[config.mk]
export PLATFORM = sky130hd
export DESIGN_NAME = mm_st_converter
export DESIGN_NICKNAME = d
export VERILOG_FILES = /design/src/hdl/mem_ctl_pkg.sv /design/src/hdl/mm_st_converter.sv
export SDC_FILE = /design/constraint.sdc
export NUM_CORES = 1
export LEC_CHECK = 0
export ABC_AREA = 1
export ABC_CLOCK_PERIOD_IN_PS = 1100
export BUFFER_PORTS_ARGS = -buffer_cell sky130_fd_sc_hd__buf_2
export CORE_AREA = 2 2 74 76
export DETAILED_ROUTE_END_ITERATION = 6
export DIE_AREA = 0 0 76 78
export PLACE_DENSITY_LB_ADDON = 0.3
export SLEW_MARGIN = 20
export SYNTH_ARGS = -nofsm -noshare
export SYNTH_HDL_FRONTEND = slang
export SYNTH_SLANG_ARGS = --single-unit
[constraint.sdc]
create_clock -name ctl_clk -period 1.1 [get_ports ctl_clk]
set_clock_uncertainty 0.2 [all_clocks]
set_input_delay 0.11 -clock ctl_clk [delete_from_list [all_inputs] [get_ports ctl_clk]]
set_output_delay 0.11 -clock ctl_clk [all_outputs]
set_load 0.01 [all_outputs]
[src/hdl/mem_ctl_pkg.sv]
// widths, stream structs and enums shared by the memory controller stages
package mem_ctl_pkg;

    ////////////////////
    // widths
    ////////////////////
    localparam int ADDR_WIDTH = 16;             // word address
    localparam int DATA_WIDTH = 32;             // one data word
    localparam int BE_WIDTH   = DATA_WIDTH / 8; // one enable per byte
    localparam int SIZE_WIDTH = 3;              // burstcount, 1 to 7 beats

    ////////////////////
    // enums
    ////////////////////
    typedef enum logic [0:0] {
        OP_READ  = 1'b0,
        OP_WRITE = 1'b1
    } cmd_op_t;

    typedef enum logic [1:0] {
        ST_IDLE  = 2'd0,    // waiting for a command
        ST_WRITE = 2'd1,    // draining write beats
        ST_READ  = 2'd2     // returning read beats
    } engine_state_t;

    ////////////////////
    // stream payloads
    ////////////////////
    typedef struct packed {
        cmd_op_t               op;
        logic [ADDR_WIDTH-1:0] addr;   // first word of the burst
        logic [SIZE_WIDTH-1:0] len;    // beats in the burst
    } mem_cmd_t;

    typedef struct packed {
        logic [DATA_WIDTH-1:0] data;
        logic [BE_WIDTH-1:0]   be;
        logic                  last;   // final beat of the burst
    } wr_beat_t;

    typedef struct packed {
        logic [DATA_WIDTH-1:0] data;
        logic                  error;  // address outside the array
        logic                  first;  // first beat of the burst
        logic                  last;   // final beat of the burst
    } rd_beat_t;

endpackage

[src/hdl/mm_st_converter.sv]
`timescale 1ns/1ps
// avalon-mm slave to command and write-data streams, read beats back to host
module mm_st_converter
(
    input  logic                               ctl_clk,
    input  logic                               ctl_reset_n,
    // avalon-mm slave
    output logic                               avl_ready,       // waitrequest_n
    input  logic                               avl_read_req,
    input  logic                               avl_write_req,
    input  logic [mem_ctl_pkg::SIZE_WIDTH-1:0] avl_size,        // burstcount
    input  logic [mem_ctl_pkg::ADDR_WIDTH-1:0] avl_addr,
    input  logic [mem_ctl_pkg::DATA_WIDTH-1:0] avl_wdata,
    input  logic [mem_ctl_pkg::BE_WIDTH-1:0]   avl_be,
    output logic                               avl_rdata_valid,
    output logic [mem_ctl_pkg::DATA_WIDTH-1:0] avl_rdata,
    output logic                               avl_rdata_error,
    // command stream
    output logic                               cmd_valid,
    input  logic                               cmd_ready,
    output mem_ctl_pkg::mem_cmd_t              cmd,
    // write-data stream
    output logic                               wr_valid,
    input  logic                               wr_ready,
    output mem_ctl_pkg::wr_beat_t              wr,
    // read-data stream, no back-pressure
    input  logic                               rd_valid,
    input  mem_ctl_pkg::rd_beat_t              rd
);
    import mem_ctl_pkg::*;

    logic                  data_pass;      // rest of a write burst, data beats only
    logic [SIZE_WIDTH-1:0] burst_counter;  // beats left in the burst
    logic                  wr_take;        // write beat accepted this cycle
    logic                  first_wr;       // first beat of a write request

    // a request needs both streams, a data beat only the write stream
    assign avl_ready = data_pass ? wr_ready : (wr_ready & cmd_ready);

    // command only on the first beat, and only when the host sees ready
    assign cmd_valid = ~data_pass & wr_ready & (avl_read_req | avl_write_req);
    assign cmd.op    = avl_write_req ? OP_WRITE : OP_READ;
    assign cmd.addr  = avl_addr;
    assign cmd.len   = avl_size;

    assign wr_valid  = avl_write_req & (data_pass | cmd_ready);
    assign wr.data   = avl_wdata;
    assign wr.be     = avl_be;
    // single beats and the counted final beat close the burst
    assign wr.last   = data_pass ? (burst_counter == SIZE_WIDTH'(1))
                                 : (avl_size <= SIZE_WIDTH'(1));

    assign wr_take   = wr_valid & wr_ready;
    assign first_wr  = wr_take & ~data_pass;

    ////////////////////
    // read path
    ////////////////////
    assign avl_rdata_valid = rd_valid;     // host always accepts
    assign avl_rdata       = rd.data;
    assign avl_rdata_error = rd.error;

    ////////////////////
    // burst tracking
    ////////////////////
    always_ff @(posedge ctl_clk or negedge ctl_reset_n)
    begin
        if (!ctl_reset_n)
        begin
            data_pass     <= 1'b0;
            burst_counter <= '0;
        end
        else if (first_wr && avl_size > SIZE_WIDTH'(1))
        begin
            data_pass     <= 1'b1;
            burst_counter <= avl_size - SIZE_WIDTH'(1);   // beats after this one
        end
        else if (wr_take && data_pass)
        begin
            burst_counter <= burst_counter - SIZE_WIDTH'(1);
            if (burst_counter == SIZE_WIDTH'(1))
                data_pass <= 1'b0;                       // last data beat taken
        end
    end

endmodule

==> results.ini <==
[outcome]
status = finished, violations left
violations = negative setup slack

[worst_setup_path]
r2r_end = burst_counter[0]
cp_max_fo = 4
cpLargestDelayFamily = flip-flops
critPathMaxStageDelay_ns = 0.42
crit_chain = buf_6, nor2_4, buf_6, nor2_1, buf_2
start_kind = flop
worstRegToRegCells = 8
cpMostUsedCell = buf_6
criticalPathCategory = reg -> out
slowest_stage = dfrtp_2
r2r_start = data_pass
path_buf_inv = 3
end_kind = output port
critPathRequiredTime_ns = 0.79
crit_arrival_ns = 1.12
r2r_slack_ns = -0.26

[worst_hold_path]
hp-class = in -> out
worstHoldStart = rd[4]
holdPathEnd = avl_rdata[1]
hold_path_depth = 0

[grt]
antenna_found_initial = 0
gr-total-overflow = 0
grt_pass1_wl_mm = 3.298
grt_max_degree = 5
grt_pass1_vias = 632
grt_use_total_pct = 7.397

[power_and_ir_drop]
switching_share_pct = 34.96
cellLeakagePower_nw = 0.4263
pwr-share-comb_pct = 53.8
clkPwrFrac_pct = 24.5
totalPowerFinal_mw = 1.252
p_int_uw = 814.2
power.share.sequential_pct = 21.7
ir_drop_uv = 362.7
p_switching_uw = 437.6
powerDensity_mw_per_mm2 = 1489

[clock_tree]
clkSlewWorstSetupHoldPaths_ns = 0.03
cts_buffers = 3
cts_tree = yes
cts_root_buffer = clkbuf_8
htree_levels = 1
worstSkewPairLatency_ns = 0.22
clk_path_buf_depth = 2
clkSinkCount = 4

[synthesis]
synth_nets = 250
seq_area_frac_synth_pct = 9.324
netlist_instances = 149
ys_types = 17
yosysWarnings = 0
synth_area_mm2 = 0.001074
synth.avg_cell_area_um2 = 7.205
ys_ff_latch = 4

[drt]
remaining_drc_errors = 0
ant_nets = 0
drt-wirelength-per-cell_um = 12.37
num_vias = 596
wirelength_mm = 2.090
first_pass_iters = 4
viasPerCell = 3.527
drt_iter0_markers = 57

[layout]
area_delta_synth_final_pct = -21.68
final_area_um2 = 840.8
final_util_pct = 16.67
nets = 202
layout_common_cells = buf_2, buf_4, nand2_1
diodes = 0
drive_above_1_share_pct = 60.61

[sta]
tightestPinTransition_ns = 0.2148
fmax_mhz = 697.0
holdWs_ns = 0.02000
rsz0062_at_grt = yes
setup_viol = 8
slew_violations = 0
worst_slack_ns = -0.3347
setup_tns_ns = -2.034
relSlewSlack_pct = 85.58
hold_violations = 0
finalCritPeriodShare_pct = 130.4
finalCriticalPeriod_ns = 1.435

[place]
place.gp.congestion = 0.7348
postPlaceCellArea_um2 = 673.1
dp_hpwl_mm = 1.764
port-buffer-count = 16

[floorplanning]
die_x_um = 76
coreArea_mm2 = 0.005042
rows = 26
ios = 191
start_util_pct = 21.29
die_y_um = 78
die-area_mm2 = 0.005928

[job]
cap_violations = 0

## cells in the mapped netlist, drive strengths merged
master / instances / area (um2)
ha: 4 / 50.05
nor3: 2 / 21.27
dfrtp: 4 / 100.1
xnor2: 2 / 17.52
nand4: 1 / 6.260
nor2: 5 / 23.77
buf: 90 / 675.7
o211ai: 2 / 15.01
nand2: 17 / 68.81
nand3: 7 / 35.03
inv: 12 / 45.04
o21ai: 3 / 15.01
## stage by stage
step           std cells  setup WS [ns]
3_5_place_dp         159        -0.2640
6_report             169        -0.3347
4_1_cts              168        -0.3447
3_3_place_gp         159        -0.2388
2_1_floorplan        149       -0.08081
5_1_grt              169        -0.4018
## layout make-up
type	count	area, um2
Inverter	12	45.04
Tap cell	70	87.58
Timing Repair Buffer	37	255.2
Sequential cell	4	101.3
Clock buffer	3	41.29
Multi-Input combinational cell	43	310.3
Fill cell	584	4202
## logic make-up (layout without fill, tap and decap cells)
family | after synthesis | in the layout | synth area share, %
flip-flops | 4 | 4 | 9.324
AND/OR/NAND/NOR | 32 | 32 | 14.45
buffers and inverters | 102 | 52 | 67.13
XOR/XNOR | 2 | 2 | 1.632
AO/OA/AOI/OAI | 5 | 5 | 2.796
adder cells (fa/ha/maj) | 4 | 4 | 4.662
## power groups by stage
stage | clock network (mW) | registers (mW) | logic (mW)
3_3_place_gp | 0 | 0.255 | 0.502
4_1_cts | 0.320 | 0.266 | 0.606
6_report | 0.307 | 0.271 | 0.673
2_1_floorplan | 0 | 0.246 | 0.606
3_5_place_dp | 0 | 0.256 | 0.487
5_1_grt | 0.329 | 0.284 | 0.757
## state kept, by name (all words and copies together), names as in the netlist
| register | flops |
|---|---|
| burst_counter | 3 |
| data_pass | 1 |
## routing by layer
layer  share of wire (%)  global-route usage (%)  up-vias  wire length, um
met5                   0                       0        -                0
met4                 8.2                   9.818        0              172
met3                  17                   4.535       20              362
met2                  46                   10.89       58              952
met1                  29                   6.018      250              603
li1                    -                       -      268                -
## how the worst max path moves through the flow
stage | slack, ns | depth (start not counted) | from | endpoint
2_1_floorplan | -0.08 | 6 | burst_counter[0] | burst_counter[2]
3_3_place_gp | -0.24 | 10 | avl_size[1] | burst_counter[1]
3_5_place_dp | -0.26 | 10 | avl_size[1] | burst_counter[1]
4_1_cts | -0.34 | 5 | burst_counter[1] | wr[0]
5_1_grt | -0.40 | 5 | data_pass | wr_valid
6_report | -0.33 | 5 | data_pass | wr_valid
## what timing repair did
item,CTS,global route
buffers inserted,5,1
setup endpoints to repair,8,8
hold buffers,1,0
gates resized for setup,9,9
endpoints found under the hold margin,4,0
pin swaps,7,6
Note: power is estimated with default switching activity, not from simulation.
