`config.mk`:
```
export PLATFORM = sky130hd
export DESIGN_NAME = request_queue
export DESIGN_NICKNAME = d
export VERILOG_FILES = /design/src/hdl/mem_ctl_pkg.sv /design/src/hdl/request_queue.sv
export SDC_FILE = /design/constraint.sdc
export NUM_CORES = 1
export LEC_CHECK = 0
export ABC_AREA = 1
export BUFFER_PORTS_ARGS = -buffer_cell sky130_fd_sc_hd__buf_2
export CORE_AREA = 2 2 152 184
export DETAILED_ROUTE_END_ITERATION = 6
export DIE_AREA = 0 0 154 186
export HOLD_SLACK_MARGIN = 0.06
export PLACE_DENSITY = 0.54
export SLEW_MARGIN = 40
export SYNTH_ARGS = -nofsm -noshare
export SYNTH_HDL_FRONTEND = slang
export SYNTH_SLANG_ARGS = --single-unit
```
`constraint.sdc`:
```
create_clock -name ctl_clk -period 6.3 [get_ports ctl_clk]
set_input_delay 1.26 -clock ctl_clk [delete_from_list [all_inputs] [get_ports ctl_clk]]
set_output_delay 1.26 -clock ctl_clk [all_outputs]
set_load 0.01 [all_outputs]
```
`src/hdl/mem_ctl_pkg.sv`:
```
// widths, stream structs and enums shared by the memory controller stages
package mem_ctl_pkg;

    ////////////////////
    // widths
    ////////////////////
    localparam int ADDR_WIDTH = 16;             // word address
    localparam int DATA_WIDTH = 32;             // one data word
    localparam int BE_WIDTH   = DATA_WIDTH / 8; // one enable per byte
    localparam int SIZE_WIDTH = 3;              // burstcount, 1 to 7 beats

    ////////////////////
    // enums
    ////////////////////
    typedef enum logic [0:0] {
        OP_READ  = 1'b0,
        OP_WRITE = 1'b1
    } cmd_op_t;

    typedef enum logic [1:0] {
        ST_IDLE  = 2'd0,    // waiting for a command
        ST_WRITE = 2'd1,    // draining write beats
        ST_READ  = 2'd2     // returning read beats
    } engine_state_t;

    ////////////////////
    // stream payloads
    ////////////////////
    typedef struct packed {
        cmd_op_t               op;
        logic [ADDR_WIDTH-1:0] addr;   // first word of the burst
        logic [SIZE_WIDTH-1:0] len;    // beats in the burst
    } mem_cmd_t;

    typedef struct packed {
        logic [DATA_WIDTH-1:0] data;
        logic [BE_WIDTH-1:0]   be;
        logic                  last;   // final beat of the burst
    } wr_beat_t;

    typedef struct packed {
        logic [DATA_WIDTH-1:0] data;
        logic                  error;  // address outside the array
        logic                  first;  // first beat of the burst
        logic                  last;   // final beat of the burst
    } rd_beat_t;

endpackage

```
`src/hdl/request_queue.sv`:
```
`timescale 1ns/1ps
// command FIFO and write-data FIFO between converter and burst engine
module request_queue #(
    parameter int QUEUE_DEPTH = 4    // entries per FIFO, power of two
)(
    input  logic                  ctl_clk,
    input  logic                  ctl_reset_n,
    input  logic                  cmd_valid,
    input  mem_ctl_pkg::mem_cmd_t cmd,
    output logic                  cmd_ready,
    input  logic                  wr_valid,
    input  mem_ctl_pkg::wr_beat_t wr,
    output logic                  wr_ready,
    output logic                  q_cmd_valid,
    output mem_ctl_pkg::mem_cmd_t q_cmd,
    input  logic                  q_cmd_ready,
    output logic                  q_wr_valid,
    output mem_ctl_pkg::wr_beat_t q_wr,
    input  logic                  q_wr_ready
);
    import mem_ctl_pkg::*;

    localparam int PTR_W = $clog2(QUEUE_DEPTH);

    mem_cmd_t     cmd_mem [QUEUE_DEPTH];   // command storage
    wr_beat_t     wr_mem  [QUEUE_DEPTH];   // write beat storage
    logic [PTR_W:0] cmd_wptr;              // msb is the wrap bit
    logic [PTR_W:0] cmd_rptr;
    logic [PTR_W:0] wr_wptr;
    logic [PTR_W:0] wr_rptr;

    // full when indices match and wrap bits differ
    assign cmd_ready   = (cmd_wptr ^ cmd_rptr) != {1'b1, {PTR_W{1'b0}}};
    assign wr_ready    = (wr_wptr ^ wr_rptr) != {1'b1, {PTR_W{1'b0}}};
    assign q_cmd_valid = cmd_wptr != cmd_rptr;     // not empty
    assign q_wr_valid  = wr_wptr != wr_rptr;
    assign q_cmd       = cmd_mem[cmd_rptr[PTR_W-1:0]];
    assign q_wr        = wr_mem[wr_rptr[PTR_W-1:0]];

    always_ff @(posedge ctl_clk or negedge ctl_reset_n)
    begin
        if (!ctl_reset_n)
        begin
            cmd_wptr <= '0;
            cmd_rptr <= '0;
            wr_wptr  <= '0;
            wr_rptr  <= '0;
        end
        else
        begin
            if (cmd_valid && cmd_ready)
                cmd_wptr <= cmd_wptr + 1'b1;
            if (q_cmd_valid && q_cmd_ready)
                cmd_rptr <= cmd_rptr + 1'b1;
            if (wr_valid && wr_ready)
                wr_wptr  <= wr_wptr + 1'b1;
            if (q_wr_valid && q_wr_ready)
                wr_rptr  <= wr_rptr + 1'b1;
        end
    end

    // payload storage
    always_ff @(posedge ctl_clk)
    begin
        if (cmd_valid && cmd_ready)
            cmd_mem[cmd_wptr[PTR_W-1:0]] <= cmd;
        if (wr_valid && wr_ready)
            wr_mem[wr_wptr[PTR_W-1:0]] <= wr;
    end

endmodule

```
==> summary.md, run 1 <==
| Metric | Value |
|---|---|
| Antenna violation net count after detailed routing | 0 |
| Htree depth | 1 |
| Longest Clk Path Bufs | 3 |
| # hold bufs at CTS | 0 |
| DIE AREA | 0.02864 sq mm |
| Slew @ Worst Pin | 0.7092 ns |
| Synth top area cells | edfxtp_1 (74%), o21ai_0 (5.3%), nor2_1 (4.9%) |
| Crit Path Category | flip-flop to output port |
| Vias in the first global route | 5,541 |
| Buffers added on ports | 123 |
| Die Span Y | 186 um |
| LEAKAGE | a little under 4 nW |
| Ports | 124 |
| Post-synth top area share | 0.7378 |
| DRC viols | 0 |
| Fin crit share | 0.5756 |
| DR WL/cell | roughly 17 um |
| Total of max-cap violations | 0 |
| VDD IR max | 275.0 uV |
| Cts repair resizes | 0 |
| Initial antenna violation count | 1 |
| Hold Slack | between 0.5 and 0.6 ns |
| Synth Area per Inst | 13.79 sq um |
| Core Box Area | 0.02684 sq mm |
| Row cnt | between 60 and 70 |
| Setup TNS | 0 ns |
| Clk root buf | clkbuf_16 |
| Endpoints failing setup | 0 |
| Syn_nets | approximately 750 |
| Max-slew headroom | 0.5265 |
| Largest net degree at the start of global routing | slightly below 80 |
| Clock Latency Late Sink | 0.51 ns |
| Cts bufs inserted | 25 |
| Hold/Removal Path Class | flip-flop to flip-flop |
| TritonCTS Sinks | 240 |
| Final Hold Viols | 0 |
| Netlist area before placement | 0.009280 sq mm |
| Remaining global-route overflow | 0 |
| Post-CTS Setup Repair Bufs | 0 |
| Fin Clk Skew | 0.009879 ns |
| Most common cell after layout, fill and taps aside | edfxtp_1 |
| Starting Density | 0.3458 |
| Worst EP required | around 5.0 ns |
| CTS tree | built |
| Worst Setup End Kind | output port |
| Post-DP HPWL | 11,060 um |
| Fin crit period | 3.626 ns |
| Tot GR Track Use | 0.1358 |
| GPL Wtd Cong | 0.7017 |
| Setup slack, reg-to-reg | 3.85 ns |
| Status | finished clean |
| Most frequent cells in the layout | edfxtp_1 (228), buf_2 (123), nor2_1 (114), o21ai_0 (99), o22ai_1 (57) |
| Routed vias | between 5,000 and 6,000 |
| DR pass1 iterations | 4 |
| Power per Cell Area | 489.3 mW/mm^2 |
| Final wirelength | between 15,000 and 20,000 um |
| FF+latch area | approximately 0.0071 sq mm |
| Share of layout cells above drive strength 1 | 0.2289 |
| Synth Instances | 673 |
| Fmax | 275.7 MHz |
| RSZ-0062 raised after global routing | false |
| Area of the multi-input gates | 0.001913 sq mm |
| Synth warn | 0 |
| Sequential share of the synthesized area | 0.7701 |
| Fillers | 2,461 |
| Top cell type by total area after synthesis | edfxtp_1 |
| Crit-path max FO | 52 |
| DR iter-0 viols | between 200 and 250 |
| Max Slew Vio Count | 0 |
| Die Width | 154 um |
| First-pass GRT wire length | around 30,000 um |
| Netlist cell types | 20 |
| Arr. time, crit path | 2.37 ns |
| Register clock-pin slew on the reported worst setup and hold paths | 0.06 ns |
| Via/cell ratio | 4.851 |
| Area grow syn2layout | 18.85% |
| Yosys reg bits | 240 |
| Nets | 872 |
| Critical path launch point type | flip-flop |
cells in the mapped netlist (all sizes together):
cell type	number
nand3	16
dfrtp	12
ha	10
o22ai	57
edfxtp	228
clkbuf	18
inv	21
nor2	121
xor2	3
buf	19
o21ai	114
nand2	54
registers in the layout, summed over array words and instances (netlist names):
signal	count
wr_mem	148
cmd_mem	80
cmd_rptr	3
cmd_wptr	3
wr_rptr	3
wr_wptr	3
where the power goes:
group          switching (mW)  internal [mW]  total, mW
Clock                   0.571          0.780       1.35
Sequential             0.0888           2.12       2.21
Combinational            1.26          0.579       1.84
cell type report:
cell class                      count  area share
Antenna cell                        1   0.0002269
Sequential cell                   240      0.6481
Tap cell                          340     0.03857
Clock inverter                     11    0.006807
Timing Repair Buffer              136     0.06500
Multi-Input combinational cell    375      0.1735
Inverter                           21    0.007147
Clock buffer                       34     0.06069
worst max-delay path, cell delays in order, from the launching register on:
cell,delay (ns)
dfrtp_2,0.41
inv_2,0.35
buf_4,0.53
o21ai_0,0.15
o22ai_1,0.20
buf_2,0.17
metal layers:
layer	GRT usage	wire length, um	part of all wire	up-vias
met3	0.03283	1149	0.059	33
met2	0.2368	9513	0.49	139
met5	0	0	0	-
li1	-	-	-	2729
met1	0.1676	8442	0.43	2717
met4	0.04187	439	0.022	0
logic make-up (layout without fill, tap and decap cells):
family                   after synthesis  in the layout  share of synthesized area
other                                  0              1                          0
flip-flops                           240            240                     0.7701
AO/OA/AOI/OAI                        171            171                    0.09991
XOR/XNOR                               3              3                   0.002832
buffers and inverters                 58            202                    0.02723
AND/OR/NAND/NOR                      191            191                    0.08642
adder cells (fa/ha/maj)               10             10                    0.01348
metrics by stage:
step	setup WS, ns	instance area (sq um)	util	total power [mW]	instances
floorplan	2.987	9280	-	3.419	673
global placement	3.237	10280	0.3830	4.101	1112
detailed placement	3.194	10280	0.3830	4.118	1112
CTS	2.632	11020	0.4107	5.492	1157
global route	2.476	11030	0.4109	5.755	1157
finish	2.674	11030	0.4110	5.396	1158
worst paths after layout:
check	cells past startpoint	endpoint	start
max	5	q_wr[19]	wr_rptr[0]
min	2	wr_wptr[2]	wr_wptr[2]
max reg2reg	8	cmd_mem[1][2]	cmd_rptr[0]
min reg2reg	2	wr_wptr[2]	wr_wptr[2]
max in group asynchronous	1	wr_rptr[0]	ctl_reset_n
min in group asynchronous	1	wr_rptr[2]	ctl_reset_n
Power figures use the tool's default switching activity.
==> inputs of run 2 (changes only) <==
==> constraint.sdc (replaced) <==
create_clock -name ctl_clk -period 3.4 [get_ports ctl_clk]
set_input_delay 0.68 -clock ctl_clk [delete_from_list [all_inputs] [get_ports ctl_clk]]
set_output_delay 0.68 -clock ctl_clk [all_outputs]
set_load 0.01 [all_outputs]
==> run 2 against run 1 <==
  * Hold slack worse by 0.14 ns
  * Die area unchanged
  * Count of clock-buffer cells in the layout up 3
  * Cell count about the same
  * Largest power group unchanged
  * Register-to-register slack worse by 3.1 ns
  * Flip-flop and latch count unchanged
  * Design area up 0.34%
  * Global-route usage about the same
  * First-iteration DRC count up 28%
==> summary.md, run 2 (synthesis results as in run 1) <==
| Metric | Value |
|---|---|
| CTS tree | built |
| Hold/Removal Path Class | primary input to flip-flop |
| Via/cell ratio | 4.850 (about the same) |
| Remaining global-route overflow | 0 (unchanged) |
| DR iter-0 viols | 280 (+28%) |
| DRC viols | 0 (unchanged) |
| Die Width | 154 um (unchanged) |
| Worst Setup End Kind | output port |
| Seq pwr share | 0.415 (+0.006) |
| Endpoints failing setup | 0 (unchanged) |
| TritonCTS Sinks | 240 (unchanged) |
| Arr. time, crit path | 2.47 ns (+0.10 ns) |
| Most common cell after layout, fill and taps aside | edfxtp_1 |
| Share of layout cells above drive strength 1 | 0.2335 (+0.004610) |
| VDD IR max | 501.2 uV (+82%) |
| FF+latch area | 0.007148 sq mm (unchanged) |
| Clock power frac | 0.249 (about the same) |
| Fin Clk Skew | 0.01747 ns (+0.007588 ns) |
| DIE AREA | 0.02864 sq mm (unchanged) |
| DR pass1 iterations | 4 (unchanged) |
| Final instance area | 0.01107 sq mm (+0.34%) |
| First-pass GRT wire length | 30,380 um (+0.41%) |
| Clock Latency Late Sink | 0.51 ns (about the same) |
| Starting Density | 0.3458 (unchanged) |
| Buffers added on ports | 123 (unchanged) |
| Register clock-pin slew on the reported worst setup and hold paths | 0.06 ns (about the same) |
| Power per Cell Area | 905.9 mW/mm^2 (+85%) |
| Sw Share | 0.3519 (-0.003207) |
| DR WL/cell | 16.83 um (-0.28%) |
| Internal power | 6.498 mW (+87%) |
| Combinational power share | 0.336 (-0.004) |
| Setup TNS | 0 ns (unchanged) |
| Area of the multi-input gates | 0.001913 sq mm (unchanged) |
| Clk root buf | clkbuf_16 |
| GPL Wtd Cong | 0.7111 (+1.3%) |
| Die Span Y | 186 um (unchanged) |
| Cts bufs inserted | 24 (-4.0%) |
| Max Slew Vio Count | 0 (unchanged) |
| Fin crit share | 0.9271 |
| RSZ-0062 raised after global routing | false |
| Longest Clk Path Bufs | 3 (unchanged) |
| Crit Path Category | flip-flop to output port |
| Most frequent cells in the layout | edfxtp_1 (228), buf_2 (123), nor2_1 (114), o21ai_0 (99), o22ai_1 (57) |
| Sw Pwr | 3.528 mW (+84%) |
| Crit-path max FO | 40 (-23%) |
| Post-DP HPWL | 11,270 um (+2.0%) |
| Htree depth | 1 (unchanged) |
| Initial antenna violation count | 1 (unchanged) |
| Largest net degree at the start of global routing | 44 (-44%) |
| Row cnt | 66 (unchanged) |
| Antenna violation net count after detailed routing | 0 (unchanged) |
| Area grow syn2layout | 19.25% |
| Routed vias | 5,621 (+0.053%) |
| Status | finished clean |
| Fillers | 2,523 (+2.5%) |
| Slew @ Worst Pin | 0.7201 ns (+0.01096 ns) |
| Nets | 874 (+0.23%) |
| Max-slew headroom | 0.5192 (-0.007315) |
| Tot GR Track Use | 0.1355 (-0.0003467) |
| Max FFs per register | 148 (unchanged) |
| LEAKAGE | 3.987 nW (+0.54%) |
| Critical path launch point type | flip-flop |
| Final wirelength | 19,510 um (-0.19%) |
| Worst EP required | 2.72 ns (-2.32 ns) |
| Final Hold Viols | 0 (unchanged) |
| Fmax | 317.2 MHz |
| Vias in the first global route | 5,604 (+1.1%) |
| Core Box Area | 0.02684 sq mm (unchanged) |
| Cts repair resizes | 0 (unchanged) |
| Fin crit period | 3.152 ns |
| Area after DPL | 0.01031 sq mm (+0.27%) |
| Ports | 124 (unchanged) |
| Total of max-cap violations | 0 (unchanged) |
-- run 2: cell types whose count changed in the layout (fill, tap and decap cells not counted), sizes merged --
cell	before	now
buf	136	138
dlygate4sd3	0	1
clkbuf	34	37
clkinv	10	5
-- run 2: final cells by class --
| cell class | instances | area share |
|---|---|---|
| clock buffers | 37 | 0.06241 |
| diodes | 1 | 0.0002261 |
| multi-input cells | 375 | 0.1729 |
| repair buffers | 139 | 0.06783 |
| flip-flops and latches | 240 | 0.6459 |
| inverters | 21 | 0.007123 |
| clock inverters | 6 | 0.005201 |
| well taps | 340 | 0.03844 |
-- run 2: repair_timing --
item	in CTS	in global routing
hold buffers	1	0
setup buffers	0	0
hold endpoints to repair	3	0
-- run 2: power groups by stage --
stage / Sequential (mW) / Combinational [mW] / Clock (mW)
global route: 4.23 / 3.79 / 2.70
floorplan: 4.15 / 2.18 / 0
CTS: 4.17 / 3.46 / 2.58
detailed placement: 4.23 / 3.44 / 0
global placement: 4.22 / 3.43 / 0
finish: 4.16 / 3.37 / 2.50
-- run 2: worst paths after layout --
check                      cells after the start  slack, ns   startpoint            end
max                                            5       0.25   wr_rptr[0]       q_wr[21]
min reg2reg                                    2       0.53   wr_wptr[2]     wr_wptr[2]
max in group asynchronous                      2       2.50  ctl_reset_n     wr_rptr[0]
min in group asynchronous                      2       0.62  ctl_reset_n     wr_rptr[1]
min                                            1       0.38       cmd[8]  cmd_mem[2][8]
max reg2reg                                    7       0.75   wr_rptr[0]  wr_mem[1][14]
-- run 2: metrics by stage --
step / std cells / setup WS, ns / util / power (mW) / hold slack [ns]
2_1_floorplan: 673 / 0.5086 / - / 6.335 / 0.3844
3_3_place_gp: 1114 / 0.7304 / 0.3840 / 7.650 / 0.5097
3_5_place_dp: 1114 / 0.6959 / 0.3840 / 7.672 / 0.5199
4_1_cts: 1158 / 0.2073 / 0.4123 / 10.20 / 0.3539
5_1_grt: 1158 / 0.07399 / 0.4123 / 10.71 / 0.3610
6_report: 1159 / 0.2477 / 0.4124 / 10.03 / 0.3802
-- run 2: worst max-delay path, cell delays in order, from the launching register on --
cell	delay [ns]
dfrtp_2	0.57
inv_2	0.57
buf_12	0.28
o21ai_0	0.10
o22ai_1	0.23
buf_2	0.19
-- run 2: metal layers --
| layer | vias up | GRT usage | wire [um] |
|---|---|---|---|
| li1 | 2727 | - | - |
| met2 | 140 | 0.2371 | 9381 |
| met1 | 2728 | 0.1681 | 8568 |
| met4 | 0 | 0.03402 | 264 |
| met3 | 26 | 0.03492 | 1291 |
| met5 | - | 0 | 0 |
==> inputs of run 3 (changes only) <==
==> constraint.sdc (replaced) <==
create_clock -name ctl_clk -period 3.2 [get_ports ctl_clk]
set_input_delay 0.64 -clock ctl_clk [delete_from_list [all_inputs] [get_ports ctl_clk]]
set_output_delay 0.64 -clock ctl_clk [all_outputs]
set_load 0.01 [all_outputs]
==> run 3 against run 2 <==
  * Clock power is 22% higher
  * Total power is 10% higher
  * Sequential power is 5.3% higher
  * Hold slack worse by 0.060 ns
  * Non-clock buffer count is 1 higher
  * Largest power group unchanged
  * Highest routed layer unchanged
==> summary.md, run 3 (synthesis results as in run 1) <==
| Metric | Value |
|---|---|
| Starting Density | 0.3458 (unchanged) |
| Via/cell ratio | 4.896 (+0.95%) |
| CP most frequent cell | buf_4 |
| Fin crit share | 0.9080 |
| Htree depth | 1 (unchanged) |
| DR WL/cell | 17.05 um (+1.3%) |
| Slew @ Worst Pin | 0.6959 ns (-0.02420 ns) |
| Area after DPL | 0.01031 sq mm (about the same) |
| Initial antenna violation count | 2 (+1) |
| Largest net degree at the start of global routing | 51 (+16%) |
| Most common cell after layout, fill and taps aside | edfxtp_1 |
| Cts bufs inserted | 25 (+4.2%) |
| Arr. time, crit path | 2.27 ns (-0.20 ns) |
| Post-CTS Setup Repair Bufs | 0 (unchanged) |
| Tot GR Track Use | 0.1384 (+0.002940) |
| Setup TNS | 0 ns (unchanged) |
| Worst Setup End Kind | output port |
| Fmax | 344.2 MHz |
| LEAKAGE | 4.043 nW (+1.4%) |
| Critical-path cell list | buf_4 -> buf_4 -> o21ai_0 -> o22ai_1 -> buf_2 |
| DRC viols | 0 (unchanged) |
| Die Width | 154 um (unchanged) |
| Remaining global-route overflow | 0 (unchanged) |
| Fillers | 2,470 (-2.1%) |
| Slowest cell on the critical path | buf_4 |
| Max incr delay on CP | 0.47 ns (-0.10 ns) |
| Area of the multi-input gates | 0.001913 sq mm (unchanged) |
| DR iter-0 viols | 342 (+22%) |
| Final Hold Viols | 0 (unchanged) |
| GPL Wtd Cong | 0.7332 (+3.1%) |
| Worst EP required | 2.56 ns (-0.16 ns) |
| Fin Clk Skew | 0.02542 ns (+0.007955 ns) |
| Nets | 876 (+0.23%) |
| Longest Clk Path Bufs | 3 (unchanged) |
| DR pass1 iterations | 4 (unchanged) |
| # placed instances | 1,115 (+0.090%) |
| Setup ws final | 0.2944 ns (+0.04668 ns) |
| Final wirelength | 19,820 um (+1.6%) |
| FF+latch area | 0.007148 sq mm (unchanged) |
| Total of max-cap violations | 0 (unchanged) |
| Finished Layout Cells | 1,162 (+0.26%) |
| Hold Slack | 0.3199 ns (-0.06029 ns) |
| Endpoints failing setup | 0 (unchanged) |
| Status | finished clean |
| Area grow syn2layout | 20.57% |
| Final design utilization | 0.4169 (+0.004569) |
| Antenna violation net count after detailed routing | 0 (unchanged) |
| Max FFs per register | 148 (unchanged) |
| Final instance area | 0.01119 sq mm (+1.1%) |
| Buffers added on ports | 123 (unchanged) |
| Die Span Y | 186 um (unchanged) |
| Cts repair resizes | 0 (unchanged) |
| Core Box Area | 0.02684 sq mm (unchanged) |
| Clk root buf | clkbuf_16 |
| Tot Pwr | 11.03 mW (+10%) |
| CTS tree | built |
| Most frequent cells in the layout | edfxtp_1 (228), buf_2 (123), nor2_1 (114), o21ai_0 (99), o22ai_1 (57) |
| Crit-path max FO | 48 (+20%) |
| Ports | 124 (unchanged) |
| Fin crit period | 2.906 ns |
| DIE AREA | 0.02864 sq mm (unchanged) |
| Hold/Removal Path Class | primary input to flip-flop |
| Critical path launch point type | flip-flop |
| Post-DP HPWL | 11,440 um (+1.5%) |
| Setup WS pre-CTS | 0.8237 ns (+0.1278 ns) |
| Register clock-pin slew on the reported worst setup and hold paths | 0.06 ns (about the same) |
| # hold bufs at CTS | 1 (unchanged) |
| Routed vias | 5,689 (+1.2%) |
| First-pass GRT wire length | 31,040 um (+2.2%) |
| Clock Latency Late Sink | 0.53 ns (+0.02 ns) |
| Max Slew Vio Count | 0 (unchanged) |
| VDD IR max | 584.5 uV (+17%) |
| Row cnt | 66 (unchanged) |
| RSZ-0062 raised after global routing | false |
| TritonCTS Sinks | 240 (unchanged) |
| Power per Cell Area | 985.6 mW/mm^2 (+8.8%) |
| Vias in the first global route | 5,749 (+2.6%) |
| Crit Path Category | flip-flop to output port |
| Share of layout cells above drive strength 1 | 0.2424 (+0.008891) |
| Max-slew headroom | 0.5354 (+0.01616) |
## run 3: changes by cell type in the layout (fill, tap and decap cells not counted)
cell / change
clkbuf_1: -8
bufinv_16: +4
clkinv_1: +3
clkbuf_8: -2
clkinvlp_4: +2
inv_6: +2
buf_4: +1
clkinv_4: +1
## run 3: final timing paths
kind                              from  slack [ns]             to  depth (start not counted)
setup / recovery            wr_rptr[0]        0.29       q_wr[18]                          5
max in group asynchronous  ctl_reset_n        2.36     wr_wptr[1]                          2
min in group asynchronous  ctl_reset_n        0.57     wr_wptr[0]                          2
hold / removal                  wr[30]        0.32  wr_mem[2][30]                          1
hold reg to reg             wr_wptr[2]        0.53     wr_wptr[2]                          2
setup reg to reg            wr_rptr[1]        1.05   wr_mem[2][8]                          7
## run 3: where the power goes
part           switching, mW  leakage [nW]  internal [mW]
clock network           1.20         0.417           1.84
logic                   2.44          1.39           1.17
registers              0.205          2.24           4.17
total                   3.84          4.04           7.18
## run 3: critical path: cells and delay by family (launching register included)
| kind | cells | cell delay (ns) |
|---|---|---|
| DFF | 1 | 0.36 |
| AOI/OAI and AO/OA | 2 | 0.40 |
| buffers and inverters | 3 | 0.93 |
## run 3: final cells by class
class / count / share of cell area
multi-input combinational: 375 / 0.1710
clock buffer: 27 / 0.05658
sequential: 240 / 0.6388
antenna: 1 / 0.0002236
timing repair buffer: 140 / 0.06776
tap: 340 / 0.03802
clock inverter: 18 / 0.02057
inverter: 21 / 0.007045
## run 3: layer usage
layer | vias up | global-route usage | share of wire
li1 | 2732 | - | -
met1 | 2764 | 0.1649 | 0.43
met2 | 164 | 0.2490 | 0.49
met3 | 29 | 0.03842 | 0.071
met4 | 0 | 0.03327 | 0.014
met5 | - | 0 | 0
